$ cat src/datapathPkg.sv
`default_nettype none

package datapathPkg;

    localparam int dataWidth = 8;
    localparam int dataMsb = dataWidth - 1;        // Sign bit of a data word

    // Flag vector layout
    localparam int flagWidth = 4;
    localparam int flagZ = 3;
    localparam int flagC = 2;
    localparam int flagN = 1;
    localparam int flagO = 0;

    // Register group function used by both register files
    localparam int regFunWidth = 2;
    localparam logic [regFunWidth-1:0] regClear = 2'd0;
    localparam logic [regFunWidth-1:0] regLoad = 2'd1;
    localparam logic [regFunWidth-1:0] regDec = 2'd2;
    localparam logic [regFunWidth-1:0] regInc = 2'd3;

    localparam int aluFunWidth = 4;
    localparam logic [aluFunWidth-1:0] aluPassA = 4'd0;
    localparam logic [aluFunWidth-1:0] aluPassB = 4'd1;
    localparam logic [aluFunWidth-1:0] aluNotA = 4'd2;
    localparam logic [aluFunWidth-1:0] aluNotB = 4'd3;
    localparam logic [aluFunWidth-1:0] aluAdd = 4'd4;
    localparam logic [aluFunWidth-1:0] aluSub = 4'd5;
    localparam logic [aluFunWidth-1:0] aluMaxA = 4'd6;
    localparam logic [aluFunWidth-1:0] aluAnd = 4'd7;
    localparam logic [aluFunWidth-1:0] aluOr = 4'd8;
    localparam logic [aluFunWidth-1:0] aluNand = 4'd9;
    localparam logic [aluFunWidth-1:0] aluXor = 4'd10;
    localparam logic [aluFunWidth-1:0] aluLsl = 4'd11;
    localparam logic [aluFunWidth-1:0] aluLsr = 4'd12;
    localparam logic [aluFunWidth-1:0] aluAsl = 4'd13;
    localparam logic [aluFunWidth-1:0] aluAsr = 4'd14;
    localparam logic [aluFunWidth-1:0] aluCsr = 4'd15;

    localparam int rfSelWidth = 3;                  // T1..T4 then R1..R4
    localparam int arfSelWidth = 2;                 // AR, SP, past-PC, PC
    localparam int groupWidth = 4;
    localparam int rfDepth = 2 * groupWidth;
    localparam int arfDepth = groupWidth;

    // Next value of one register under the group function
    function automatic logic [dataWidth-1:0] regNext(
        input logic [regFunWidth-1:0] fun,
        input logic [dataWidth-1:0] current,
        input logic [dataWidth-1:0] writeData
    );
        case (fun)
            regClear: return '0;
            regLoad:  return writeData;
            regDec:   return current - 1'b1;
            default:  return current + 1'b1;    // regInc
        endcase
    endfunction

endpackage

`default_nettype wire

$ cat src/addressRegisterFile.sv
`timescale 1ns/100ps
`default_nettype none

module addressRegisterFile (
    input  logic                                   clk,
    input  logic                                   reset,
    input  logic [datapathPkg::dataWidth-1:0]      writeData,
    input  logic [datapathPkg::regFunWidth-1:0]    fun,
    input  logic [datapathPkg::groupWidth-1:0]     regSel,
    input  logic [datapathPkg::arfSelWidth-1:0]    outASel,
    input  logic [datapathPkg::arfSelWidth-1:0]    outBSel,
    output logic [datapathPkg::dataWidth-1:0]      outA,
    output logic [datapathPkg::dataWidth-1:0]      outB
);

    // Stored in read order AR, SP, past-PC, PC
    logic [datapathPkg::dataWidth-1:0] regs [datapathPkg::arfDepth];
    logic [datapathPkg::arfDepth-1:0]  writeEn;

    // Enable group runs PC, AR, SP, past-PC from bit 3 down
    // and is reordered to match the read order
    assign writeEn = {regSel[3], regSel[0], regSel[1], regSel[2]};

    always_ff @(posedge clk) begin
        if (reset) begin
            for (int i = 0; i < datapathPkg::arfDepth; i++) begin
                regs[i] <= '0;
            end
        end else begin
            for (int i = 0; i < datapathPkg::arfDepth; i++) begin
                if (writeEn[i]) begin
                    regs[i] <= datapathPkg::regNext(fun, regs[i], writeData);
                end
            end
        end
    end

    assign outA = regs[outASel];        // Feeds the ALU A mux
    assign outB = regs[outBSel];        // Address output

endmodule

`default_nettype wire

$ cat src/aluCore.sv
`timescale 1ns/100ps
`default_nettype none

module aluCore (
    input  logic                                   clk,
    input  logic                                   reset,
    input  logic [datapathPkg::dataWidth-1:0]      a,
    input  logic [datapathPkg::dataWidth-1:0]      b,
    input  logic [datapathPkg::aluFunWidth-1:0]    fun,
    output logic [datapathPkg::dataWidth-1:0]      result,
    output logic [datapathPkg::flagWidth-1:0]      flags
);

    logic [datapathPkg::dataWidth-1:0] nextResult;
    logic [datapathPkg::dataWidth:0]   sum;             // Extra bit is the carry out
    logic                              nextCarry;
    logic                              nextOverflow;
    logic                              oldCarry;

    assign oldCarry = flags[datapathPkg::flagC];

    always_comb begin
        nextResult = a;
        sum = '0;
        nextCarry = oldCarry;                           // C and O hold by default
        nextOverflow = flags[datapathPkg::flagO];

        case (fun)
            datapathPkg::aluPassA: nextResult = a;
            datapathPkg::aluPassB: nextResult = b;
            datapathPkg::aluNotA:  nextResult = ~a;
            datapathPkg::aluNotB:  nextResult = ~b;
            datapathPkg::aluAdd: begin
                sum = {1'b0, a} + {1'b0, b};
                nextResult = sum[datapathPkg::dataMsb:0];
                nextCarry = sum[datapathPkg::dataWidth];
                nextOverflow = (a[datapathPkg::dataMsb] == b[datapathPkg::dataMsb]) &&
                               (nextResult[datapathPkg::dataMsb] != a[datapathPkg::dataMsb]);
            end
            datapathPkg::aluSub: begin
                // A + ~B + 1 where a set carry means no borrow
                sum = {1'b0, a} + {1'b0, ~b} + 1'b1;
                nextResult = sum[datapathPkg::dataMsb:0];
                nextCarry = sum[datapathPkg::dataWidth];
                nextOverflow = (a[datapathPkg::dataMsb] != b[datapathPkg::dataMsb]) &&
                               (nextResult[datapathPkg::dataMsb] != a[datapathPkg::dataMsb]);
            end
            datapathPkg::aluMaxA:  nextResult = (a > b) ? a : '0;   // Unsigned compare
            datapathPkg::aluAnd:   nextResult = a & b;
            datapathPkg::aluOr:    nextResult = a | b;
            datapathPkg::aluNand:  nextResult = ~(a & b);
            datapathPkg::aluXor:   nextResult = a ^ b;
            datapathPkg::aluLsl: begin
                nextResult = {a[datapathPkg::dataMsb-1:0], 1'b0};
                nextCarry = a[datapathPkg::dataMsb];
            end
            datapathPkg::aluLsr: begin
                nextResult = {1'b0, a[datapathPkg::dataMsb:1]};
                nextCarry = a[0];
            end
            datapathPkg::aluAsl:   nextResult = {a[datapathPkg::dataMsb-1:0], 1'b0};
            datapathPkg::aluAsr:   nextResult = {a[datapathPkg::dataMsb], a[datapathPkg::dataMsb:1]};
            datapathPkg::aluCsr: begin
                // Rotate right through the stored carry
                nextResult = {oldCarry, a[datapathPkg::dataMsb:1]};
                nextCarry = a[0];
            end
        endcase
    end

    always_ff @(posedge clk) begin
        if (reset) begin
            result <= '0;
            flags <= '0;
        end else begin
            result <= nextResult;
            flags[datapathPkg::flagZ] <= (nextResult == '0);
            flags[datapathPkg::flagC] <= nextCarry;
            flags[datapathPkg::flagN] <= nextResult[datapathPkg::dataMsb];
            flags[datapathPkg::flagO] <= nextOverflow;
        end
    end

endmodule

`default_nettype wire

$ cat src/aluSystem.sv
`timescale 1ns/100ps
`default_nettype none

module aluSystem (
    input  logic                                   clk,
    input  logic                                   reset,
    input  logic [datapathPkg::dataWidth-1:0]      dataIn,

    // General register file controls
    input  logic [datapathPkg::regFunWidth-1:0]    rfFun,
    input  logic [datapathPkg::groupWidth-1:0]     rfRegSel,
    input  logic [datapathPkg::groupWidth-1:0]     rfTempSel,
    input  logic [datapathPkg::rfSelWidth-1:0]     rfOut1Sel,
    input  logic [datapathPkg::rfSelWidth-1:0]     rfOut2Sel,
    input  logic                                   rfSrcSel,

    // Address register file controls
    input  logic [datapathPkg::regFunWidth-1:0]    arfFun,
    input  logic [datapathPkg::groupWidth-1:0]     arfRegSel,
    input  logic [datapathPkg::arfSelWidth-1:0]    arfOutASel,
    input  logic [datapathPkg::arfSelWidth-1:0]    arfOutBSel,
    input  logic                                   arfSrcSel,

    input  logic                                   aluSrcSel,
    input  logic [datapathPkg::aluFunWidth-1:0]    aluFun,

    output logic [datapathPkg::dataWidth-1:0]      aluOut,
    output logic [datapathPkg::flagWidth-1:0]      flags,
    output logic [datapathPkg::dataWidth-1:0]      address
);

    logic [datapathPkg::dataWidth-1:0] rfWriteData;
    logic [datapathPkg::dataWidth-1:0] arfWriteData;
    logic [datapathPkg::dataWidth-1:0] rfOut1;
    logic [datapathPkg::dataWidth-1:0] rfOut2;
    logic [datapathPkg::dataWidth-1:0] arfOutA;
    logic [datapathPkg::dataWidth-1:0] aluA;

    // Source mux select 0 picks the ALU result fed back
    assign rfWriteData = rfSrcSel ? dataIn : aluOut;
    assign arfWriteData = arfSrcSel ? dataIn : aluOut;
    assign aluA = aluSrcSel ? arfOutA : rfOut1;     // A operand from either file

    registerFile registerFile_inst (
        .clk       (clk),
        .reset     (reset),
        .writeData (rfWriteData),
        .fun       (rfFun),
        .regSel    (rfRegSel),
        .tempSel   (rfTempSel),
        .out1Sel   (rfOut1Sel),
        .out2Sel   (rfOut2Sel),
        .out1      (rfOut1),
        .out2      (rfOut2)
    );

    addressRegisterFile addressRegisterFile_inst (
        .clk       (clk),
        .reset     (reset),
        .writeData (arfWriteData),
        .fun       (arfFun),
        .regSel    (arfRegSel),
        .outASel   (arfOutASel),
        .outBSel   (arfOutBSel),
        .outA      (arfOutA),
        .outB      (address)
    );

    aluCore aluCore_inst (
        .clk    (clk),
        .reset  (reset),
        .a      (aluA),
        .b      (rfOut2),            // B is always general port 2
        .fun    (aluFun),
        .result (aluOut),
        .flags  (flags)
    );

endmodule

`default_nettype wire

$ cat src/registerFile.sv
`timescale 1ns/100ps
`default_nettype none

module registerFile (
    input  logic                                   clk,
    input  logic                                   reset,
    input  logic [datapathPkg::dataWidth-1:0]      writeData,
    input  logic [datapathPkg::regFunWidth-1:0]    fun,
    input  logic [datapathPkg::groupWidth-1:0]     regSel,
    input  logic [datapathPkg::groupWidth-1:0]     tempSel,
    input  logic [datapathPkg::rfSelWidth-1:0]     out1Sel,
    input  logic [datapathPkg::rfSelWidth-1:0]     out2Sel,
    output logic [datapathPkg::dataWidth-1:0]      out1,
    output logic [datapathPkg::dataWidth-1:0]      out2
);

    // Storage in read-select order with T1..T4 at 0..3 and R1..R4 at 4..7
    logic [datapathPkg::dataWidth-1:0] regs [datapathPkg::rfDepth];
    logic [datapathPkg::rfDepth-1:0]   writeEn;     // Indexed like regs

    // Group enables run MSB first (bit 3 is R1 or T1)
    always_comb begin
        for (int i = 0; i < datapathPkg::groupWidth; i++) begin
            writeEn[i] = tempSel[datapathPkg::groupWidth-1-i];
            writeEn[datapathPkg::groupWidth+i] = regSel[datapathPkg::groupWidth-1-i];
        end
    end

    always_ff @(posedge clk) begin
        if (reset) begin
            for (int i = 0; i < datapathPkg::rfDepth; i++) begin
                regs[i] <= '0;
            end
        end else begin
            for (int i = 0; i < datapathPkg::rfDepth; i++) begin
                if (writeEn[i]) begin
                    regs[i] <= datapathPkg::regNext(fun, regs[i], writeData);
                end
            end
        end
    end

    // Two independent combinational read ports
    assign out1 = regs[out1Sel];
    assign out2 = regs[out2Sel];

endmodule

`default_nettype wire
$ cat config.mk
export PLATFORM = sky130hd
export DESIGN_NAME = aluSystem
export DESIGN_NICKNAME = d
export VERILOG_FILES = /design/src/datapathPkg.sv /design/src/addressRegisterFile.sv /design/src/aluCore.sv /design/src/aluSystem.sv /design/src/registerFile.sv
export SDC_FILE = /design/constraint.sdc
export NUM_CORES = 1
export LEC_CHECK = 0
export BUFFER_PORTS_ARGS = -buffer_cell sky130_fd_sc_hd__buf_2
export CORE_UTILIZATION = 50
export CTS_CLUSTER_SIZE = 10
export DETAILED_ROUTE_END_ITERATION = 8
export GPL_TIMING_DRIVEN = 1
export PLACE_DENSITY = 0.67
export SYNTH_ARGS = -nofsm -noshare
export SYNTH_HDL_FRONTEND = slang
export SYNTH_SLANG_ARGS = --single-unit
$ cat constraint.sdc
create_clock -name clk -period 6.2 [get_ports clk]
set_input_delay 1.24 -clock clk [delete_from_list [all_inputs] [get_ports clk]]
set_output_delay 1.24 -clock clk [all_outputs]
set_load 0.02 [all_outputs]
==> results of run 1 <==
area by class of cell:
type	instances	share of cell area [%]
tap	280	2.953
timing repair buffer	75	3.438
clock buffer	9	1.898
clock inverter	7	0.8120
inverter	86	2.721
sequential	107	26.15
multi-input combinational	935	62.03
critical path, stage by stage:
cell and delay, ns:
buf_2 0.44, mux2i_1 0.14, mux4_1 0.53, a21o_1 0.24, ha_1 0.46, or4_2 0.74, nor4_1 0.22, o22ai_1 0.10
o21ba_2 0.27, nor4_1 0.05, or4_1 0.50, nor3b_2 0.22, nand4_1 0.09, and4b_1 0.25
state kept, by name, indices dropped and copies added, names as in the netlist:
name and count:
aluCore_inst.result 7, addressRegisterFile_inst.regs 32, aluCore_inst.flags 4, registerFile_inst.regs 64
stage by stage:
| step | area [um2] | setup WS [ns] | cells | hold WS, ns | total power, uW |
|---|---|---|---|---|---|
| after detailed placement | 11540 | 0.6679 | 1483 | 0.4825 | 1923 |
| final | 11870 | 1.010 | 1499 | 0.4936 | 2568 |
| after CTS | 11870 | 1.060 | 1499 | 0.4966 | 2565 |
| after global placement | 11540 | 0.7641 | 1483 | 0.4818 | 1913 |
| after global routing | 11870 | 0.8151 | 1499 | 0.5500 | 2700 |
| after floorplan | 11070 | 1.031 | 1183 | 0.5611 | 1670 |
final timing paths:
kind,endpoint,slack (ns),cells after the start
worst max-delay path,aluCore_inst.flags[3],1.01,14
worst min-delay path,aluCore_inst.flags[0],0.49,2
worst max register to register,aluCore_inst.flags[3],1.80,13
worst min register to register,aluCore_inst.flags[0],0.49,2
power breakdown:
part | leakage (uW) | internal (uW) | switching [uW]
Clock | 0.000152 | 325 | 312
Combinational | 0.00375 | 417 | 579
Sequential | 0.00115 | 859 | 76.8
kinds of logic (layout without fill, tap and decap cells):
group,after synthesis,count (layout)
mux,93,93
xor+xnor,96,96
simple gates,310,310
buf+inv,141,177
flops,107,107
compound gates,325,325
fa+ha+maj,111,111
layer usage:
metal	global-route usage, %	up-vias	wire length [um]
li1	-	4376	-
met1	40.29	4387	14020
met2	49.06	407	15320
met3	4.699	72	2485
met4	12.65	0	1254
met5	0	-	0
placed cells by master (no fill, tap or decap), types with 14 or more instances in the layout:
| cell | Yosys | layout |
|---|---|---|
| or2_2 | 15 | 15 |
| nand2_1 | 73 | 73 |
| fa_1 | 14 | 14 |
| inv_1 | 83 | 83 |
| nand2b_1 | 22 | 22 |
| a21o_1 | 15 | 15 |
| nor2_1 | 128 | 128 |
| o21bai_1 | 40 | 40 |
| buf_2 | 5 | 62 |
| o21ai_0 | 21 | 21 |
| mux2i_1 | 38 | 38 |
| edfxtp_1 | 96 | 96 |
| xnor2_1 | 81 | 81 |
| ha_1 | 97 | 97 |
| xor2_1 | 15 | 15 |
| a21oi_1 | 178 | 178 |
| mux4_2 | 32 | 32 |
==> out/summary.txt, run 1 <==
Tmin final: 5.190 ns
DIE AREA: 22750 um2
Core area: 21760 um2
Yosys top cell area share: 26.03%
Simple logic cell fraction of the synthesized area: 13.07%
Top-count cell post-synth: a21oi_1
Critical path arrival: 5.50 ns
Final setup fails: 0
Detail Route Antenna Nets: 0
Initial Util: 50.90%
Ratio of cells with drive above 1 in the final layout: 13.95%
Main flop type after synthesis: edfxtp_1
CTS Buf Count: 9
Synth top cells by count: a21oi_1 (178), nor2_1 (128), ha_1 (97)
Syn. warnings: 0
Mapped Avg Cell Area: 9.360 um2
Cell Rows: 54
Post_cts resized: 0
Worst slew pin tran: 1.221 ns
Port Buf Inserts: 62
All-Layer GR Usage: 30.28%
Initial DRC count: 989
Slew headroom: 18.27%
Largest family of logic cells by synthesized area: compound AO/OA/AOI/OAI gates
Vias in the first global route: 8942
Global-route wire length before repair: 51360 um
Synth Area in Compound Gates: 18.37%
Crit-path max FO: 24
Yosys cell types: 78
EDFF count, synth: 96
Total routed wirelength: 33070 um
Ys async rst share: 0%
Final core utilization: 54.54%
F_max: 192.7 MHz
Fill count: 2005
Pwr dens: 216.4 nW/um2
Worst setup SP type: primary input
Pin count of the biggest net entering global routing: 67
Layout Skew: 0.01575 ns
RSZ-0062 raised after global routing: no
Lkg Pwr: 0.005053 uW
Post-Synth Adder-Cell Area: 13.49%
Final hold viol count: 0
RD Place Congestion: 1.012
Reg clk slew, reported paths: 0.08 ns
P&R area growth vs syn: 7.152%
Nets: 1368
Total vias in the final route: 9242
Status: finished clean
Drt pass-1 iters: 8
Hold crit path type: reg2reg
Area share of xor/xnor cells in the synthesized design: 7.593%
Die Wd: 150.8 um
Mapped Nets: 1337
Required @ worst endpoint: 6.51 ns
Sequential share of the synthesized area: 28.02%
Antenna violations before repair: 0
Clock sink total: 107
Area occupied by multi-input gates: 7360 um2
Crit Path Category: in2reg
ANT cells: 0
CP startpoint: rfOut1Sel[2]
Clock buffer depth: 2
Remaining DRCs: 0
FF+latch area: 3103 um2
Ranking of synthesized cells by area: edfxtp_1 (26%), ha_1 (11%), a21oi_1 (8.0%), mux4_2 (6.5%), xnor2_1 (6.4%)
FF-to-FF Start: registerFile_inst.regs[2][3]
MaxCap Viol Count: 0
WL/cell: 22.06 um
Hold Crit Start: aluCore_inst.flags[0]
CTS tree: built
CP Capture Type: flip-flop
Peak VDD IR: 0.1408 mV
Hold_buf cts: 0
Total negative slack: 0 ns
Final Slew Violations: 0
Mapped Area: 11070 um2
CTS H-Tree Depth: 3
Seq cells post-synth: 107
CTS root buffer: clkbuf_16
Cells after Synth: 1183
Post-synthesis mux area share: 13.93%
Area leader, netlist: edfxtp_1
Number of I/O pins: 63
Gr ovfl total: 0
Worst skew pair latency: 0.38 ns
Die Ht: 150.8 um
Final Cycle Share: 83.71%
Post-DP HPWL: 24820 um
Via density: 6.165
Setup repair bufs after CTS: 0
Note: power is estimated with default switching activity, not from simulation.
==> run 2, diff against run 1 <==
Settings changed: ABC_AREA set to 1, PLACE_DENSITY 0.67 to 0.7.
Clock period 6.2 ns to 4.6 ns, I/O delays scaled along.
==> run 2 against run 1 <==
Highest routed layer unchanged. Cell count up 25%. Global-route usage is 0.070 points higher. Sequential share of layout area is essentially flat. Clock power rose by 25%. Clock skew rose by 0.0035 ns. Utilization hardly changed. First-iteration DRC count up 7.0%. Cell area about the same. Critical path depth is 6 higher. Worst hold slack gained 0.073 ns. Worst setup slack got worse by 0.18 ns. Critical path type unchanged.
==> out/summary.txt, run 2 <==
Part of the power in combinational logic: 36.6% (-2.2 points)
CP Capture Type: flip-flop
Fin cells: 1878 (+25%)
Via density: 5.743 (-6.9%)
Crit-path cells: buf_2, buf_4, a21oi_1, o21ai_0, nand3_1, nand2_1, nand2_1, nand2_2, ha_1, inv_1, o21ai_0, nor3_1, o21ai_0, a221oi_1, o21ai_1, nor2_1, nand2_1, nor2_2, nand2_1, nor2_1
Tmin final: 3.768 ns
Synth top cells by count: nand2_1 (288), a21oi_1 (252), inv_1 (213)
RD Place Congestion: 0.9837 (-2.8%)
Area share of xor/xnor cells in the synthesized design: 4.278% (-3.3 points)
Fill count: 2150 (+7.2%)
Ranking of synthesized cells by area: edfxtp_1 (26%), a21oi_1 (11%), ha_1 (11%), nand2_1 (9.8%), inv_1 (7.2%)
Worst skew pair latency: 0.37 ns (about the same)
Total routed wirelength: 33870 um (+2.4%)
Final setup fails: 0 (unchanged)
DIE AREA: 22710 um2 (-0.15%)
Pin count of the biggest net entering global routing: 66 (-1.5%)
Ys async rst share: 0% (unchanged)
RSZ-0062 raised after global routing: no
Clock sink total: 107 (unchanged)
Hold_buf cts: 0 (unchanged)
F_max: 265.4 MHz
Required @ worst endpoint: 4.90 ns (-1.61 ns)
Reg clk slew, reported paths: 0.08 ns (about the same)
Mapped Avg Cell Area: 7.133 um2 (-24%)
Cells after Synth: 1550 (+31%)
Overall power: 3211 uW (+25%)
MaxCap Viol Count: 0 (unchanged)
Total negative slack: 0 ns (unchanged)
P&R area growth vs syn: 7.402%
Post-Synth Adder-Cell Area: 13.51% (+0.021 points)
Pint: 1944 uW (+21%)
Critical path arrival: 4.06 ns (-1.44 ns)
Setup repair bufs after CTS: 0 (unchanged)
Yosys cell types: 50 (-36%)
Port Buf Inserts: 62 (unchanged)
Area leader, netlist: edfxtp_1
Synth Area in Compound Gates: 21.38% (+3.0 points)
Hold crit path type: reg2reg
Hold Slack: 0.5664 ns (+0.07277 ns)
Commonest non-fill, non-tap cell in the layout: nand2_1
Largest family of logic cells by synthesized area: simple AND/OR/NAND/NOR gates
CTS root buffer: clkbuf_16
Yosys top cell area share: 26.08% (+0.041 points)
Top reg by flops: registerFile_inst.regs
Area occupied by multi-input gates: 6839 um2 (-7.1%)
Sequential share of power: 38.7% (+2.3 points)
Final hold viol count: 0 (unchanged)
WL/cell: 18.03 um (-18%)
Crit-path most repeated cell: nand2_1
Clock buffer depth: 2 (unchanged)
Mapped Area: 11060 um2 (-0.16%)
CTS H-Tree Depth: 3 (unchanged)
Slowest stage delay, CP: 0.40 ns (-0.34 ns)
Initial DRC count: 1058 (+7.0%)
Post_cts resized: 0 (unchanged)
Top Registers: registerFile_inst.regs x64, addressRegisterFile_inst.regs x32, aluCore_inst.result x7
EDFF count, synth: 96 (unchanged)
Peak VDD IR: 0.1745 mV (+24%)
CP startpoint: rfOut1Sel[0]
Cell Rows: 54 (unchanged)
Number of I/O pins: 63 (unchanged)
Syn. warnings: 0 (unchanged)
ANT cells: 0 (unchanged)
Crit-path max FO: 29 (+21%)
Total vias in the final route: 10790 (+17%)
Die Wd: 150.7 um (about the same)
Main flop type after synthesis: edfxtp_1
Part of the power in the clock network: 24.7% (about the same)
Die Ht: 150.7 um (about the same)
Seq cells post-synth: 107 (unchanged)
Crit Path Category: in2reg
CTS Buf Count: 9 (unchanged)
Most frequent cells in the layout: nand2_1 (288), a21oi_1 (252), inv_1 (213), nor2_1 (130), o21ai_0 (117)
Largest register FFs: 64 (unchanged)
Worst setup SP type: primary input
Net Sw Frac: 39.47% (+1.8 points)
Gr ovfl total: 0 (unchanged)
Post-DP HPWL: 25390 um (+2.3%)
Worst slew pin tran: 1.249 ns (+0.02710 ns)
Post-synthesis mux area share: 0.3622% (-14 points)
Pwr dens: 270.5 nW/um2 (+25%)
Remaining DRCs: 0 (unchanged)
Hold Crit Start: aluCore_inst.flags[0]
Layout Skew: 0.01920 ns (+0.003452 ns)
Nets: 1747 (+28%)
Global-route wire length before repair: 52570 um (+2.4%)
Initial Util: 50.82% (-0.081 points)
Slew headroom: 16.40% (-1.9 points)
Drt pass-1 iters: 5 (-3)
Simple logic cell fraction of the synthesized area: 22.31% (+9.2 points)
Top-count cell post-synth: nand2_1
Final Slew Violations: 0 (unchanged)
Slowest stage cell, crit path: buf_2
Antenna violations before repair: 0 (unchanged)
DP Cell Count: 1862 (+26%)
Sequential share of the synthesized area: 28.07% (+0.044 points)
All-Layer GR Usage: 30.35% (+0.070 points)
Status: finished clean
CTS tree: built
Switching power: 1267 uW (+31%)
FF-to-FF Start: addressRegisterFile_inst.regs[2][0]
Lkg Pwr: 0.005520 uW (+9.2%)
Core area: 21760 um2 (unchanged)
Vias in the first global route: 9930 (+11%)
Detail Route Antenna Nets: 0 (unchanged)
Mapped Nets: 1704 (+27%)
Ratio of cells with drive above 1 in the final layout: 10.33% (-3.6 points)
FF+latch area: 3103 um2 (unchanged)
Final Cycle Share: 81.92%
==> run 2: critical path: cells and delay by family <==
family / cells / cell delay (ns)
AOI/OAI and AO/OA: 6 / 0.79
adders and majority gates: 1 / 0.33
buffers and inverters: 3 / 0.85
and+or+nand+nor: 10 / 1.15
==> run 2: final timing paths <==
kind,cells past startpoint,end,slack (ns)
setup / recovery,20,aluCore_inst.flags[3],0.83
hold / removal,2,aluCore_inst.flags[0],0.57
setup reg to reg,20,aluCore_inst.flags[3],1.33
hold reg to reg,2,aluCore_inst.flags[0],0.57
==> run 2: per-layer routing <==
layer	GRT usage [%]	up-vias	part of all wire (%)
li1	-	5287	-
met5	0	-	0
met2	48.39	428	45
met3	3.758	70	7.0
met1	42.45	5000	45
met4	10.05	0	2.9
==> run 2: cell families after synthesis <==
family,Yosys count
muxes,4
adders and majority gates,111
xor gates and xnor gates,54
AOI/OAI and AO/OA,439
DFF,107
and+or+nand+nor,565
buffers and inverters,270
==> run 2: area by class of cell <==
| type | count | share of cell area, % |
|---|---|---|
| multi-input combinational | 1173 | 57.60 |
| sequential | 107 | 26.13 |
| inverter | 222 | 7.039 |
| timing repair buffer | 80 | 3.857 |
| tap | 280 | 2.950 |
| clock buffer | 9 | 1.897 |
| clock inverter | 7 | 0.5269 |
==> run 2: through the flow <==
stage	utilization, %	instance area [um2]	worst slack (ns)
6_report	54.58	11870	0.8316
2_1_floorplan	-	11060	0.2852
3_5_place_dp	53.26	11590	0.5255
5_1_grt	54.58	11870	0.4371
4_1_cts	54.58	11870	0.8952
3_3_place_gp	53.26	11590	0.4395
==> run 2: power by group through the flow <==
stage / clock [uW] / combinational, uW / sequential [uW]
5_1_grt: 828 / 1320 / 1250
6_report: 794 / 1180 / 1240
4_1_cts: 803 / 1160 / 1240
3_5_place_dp: 0 / 1160 / 1260
3_3_place_gp: 0 / 1140 / 1260
2_1_floorplan: 0 / 860 / 1230
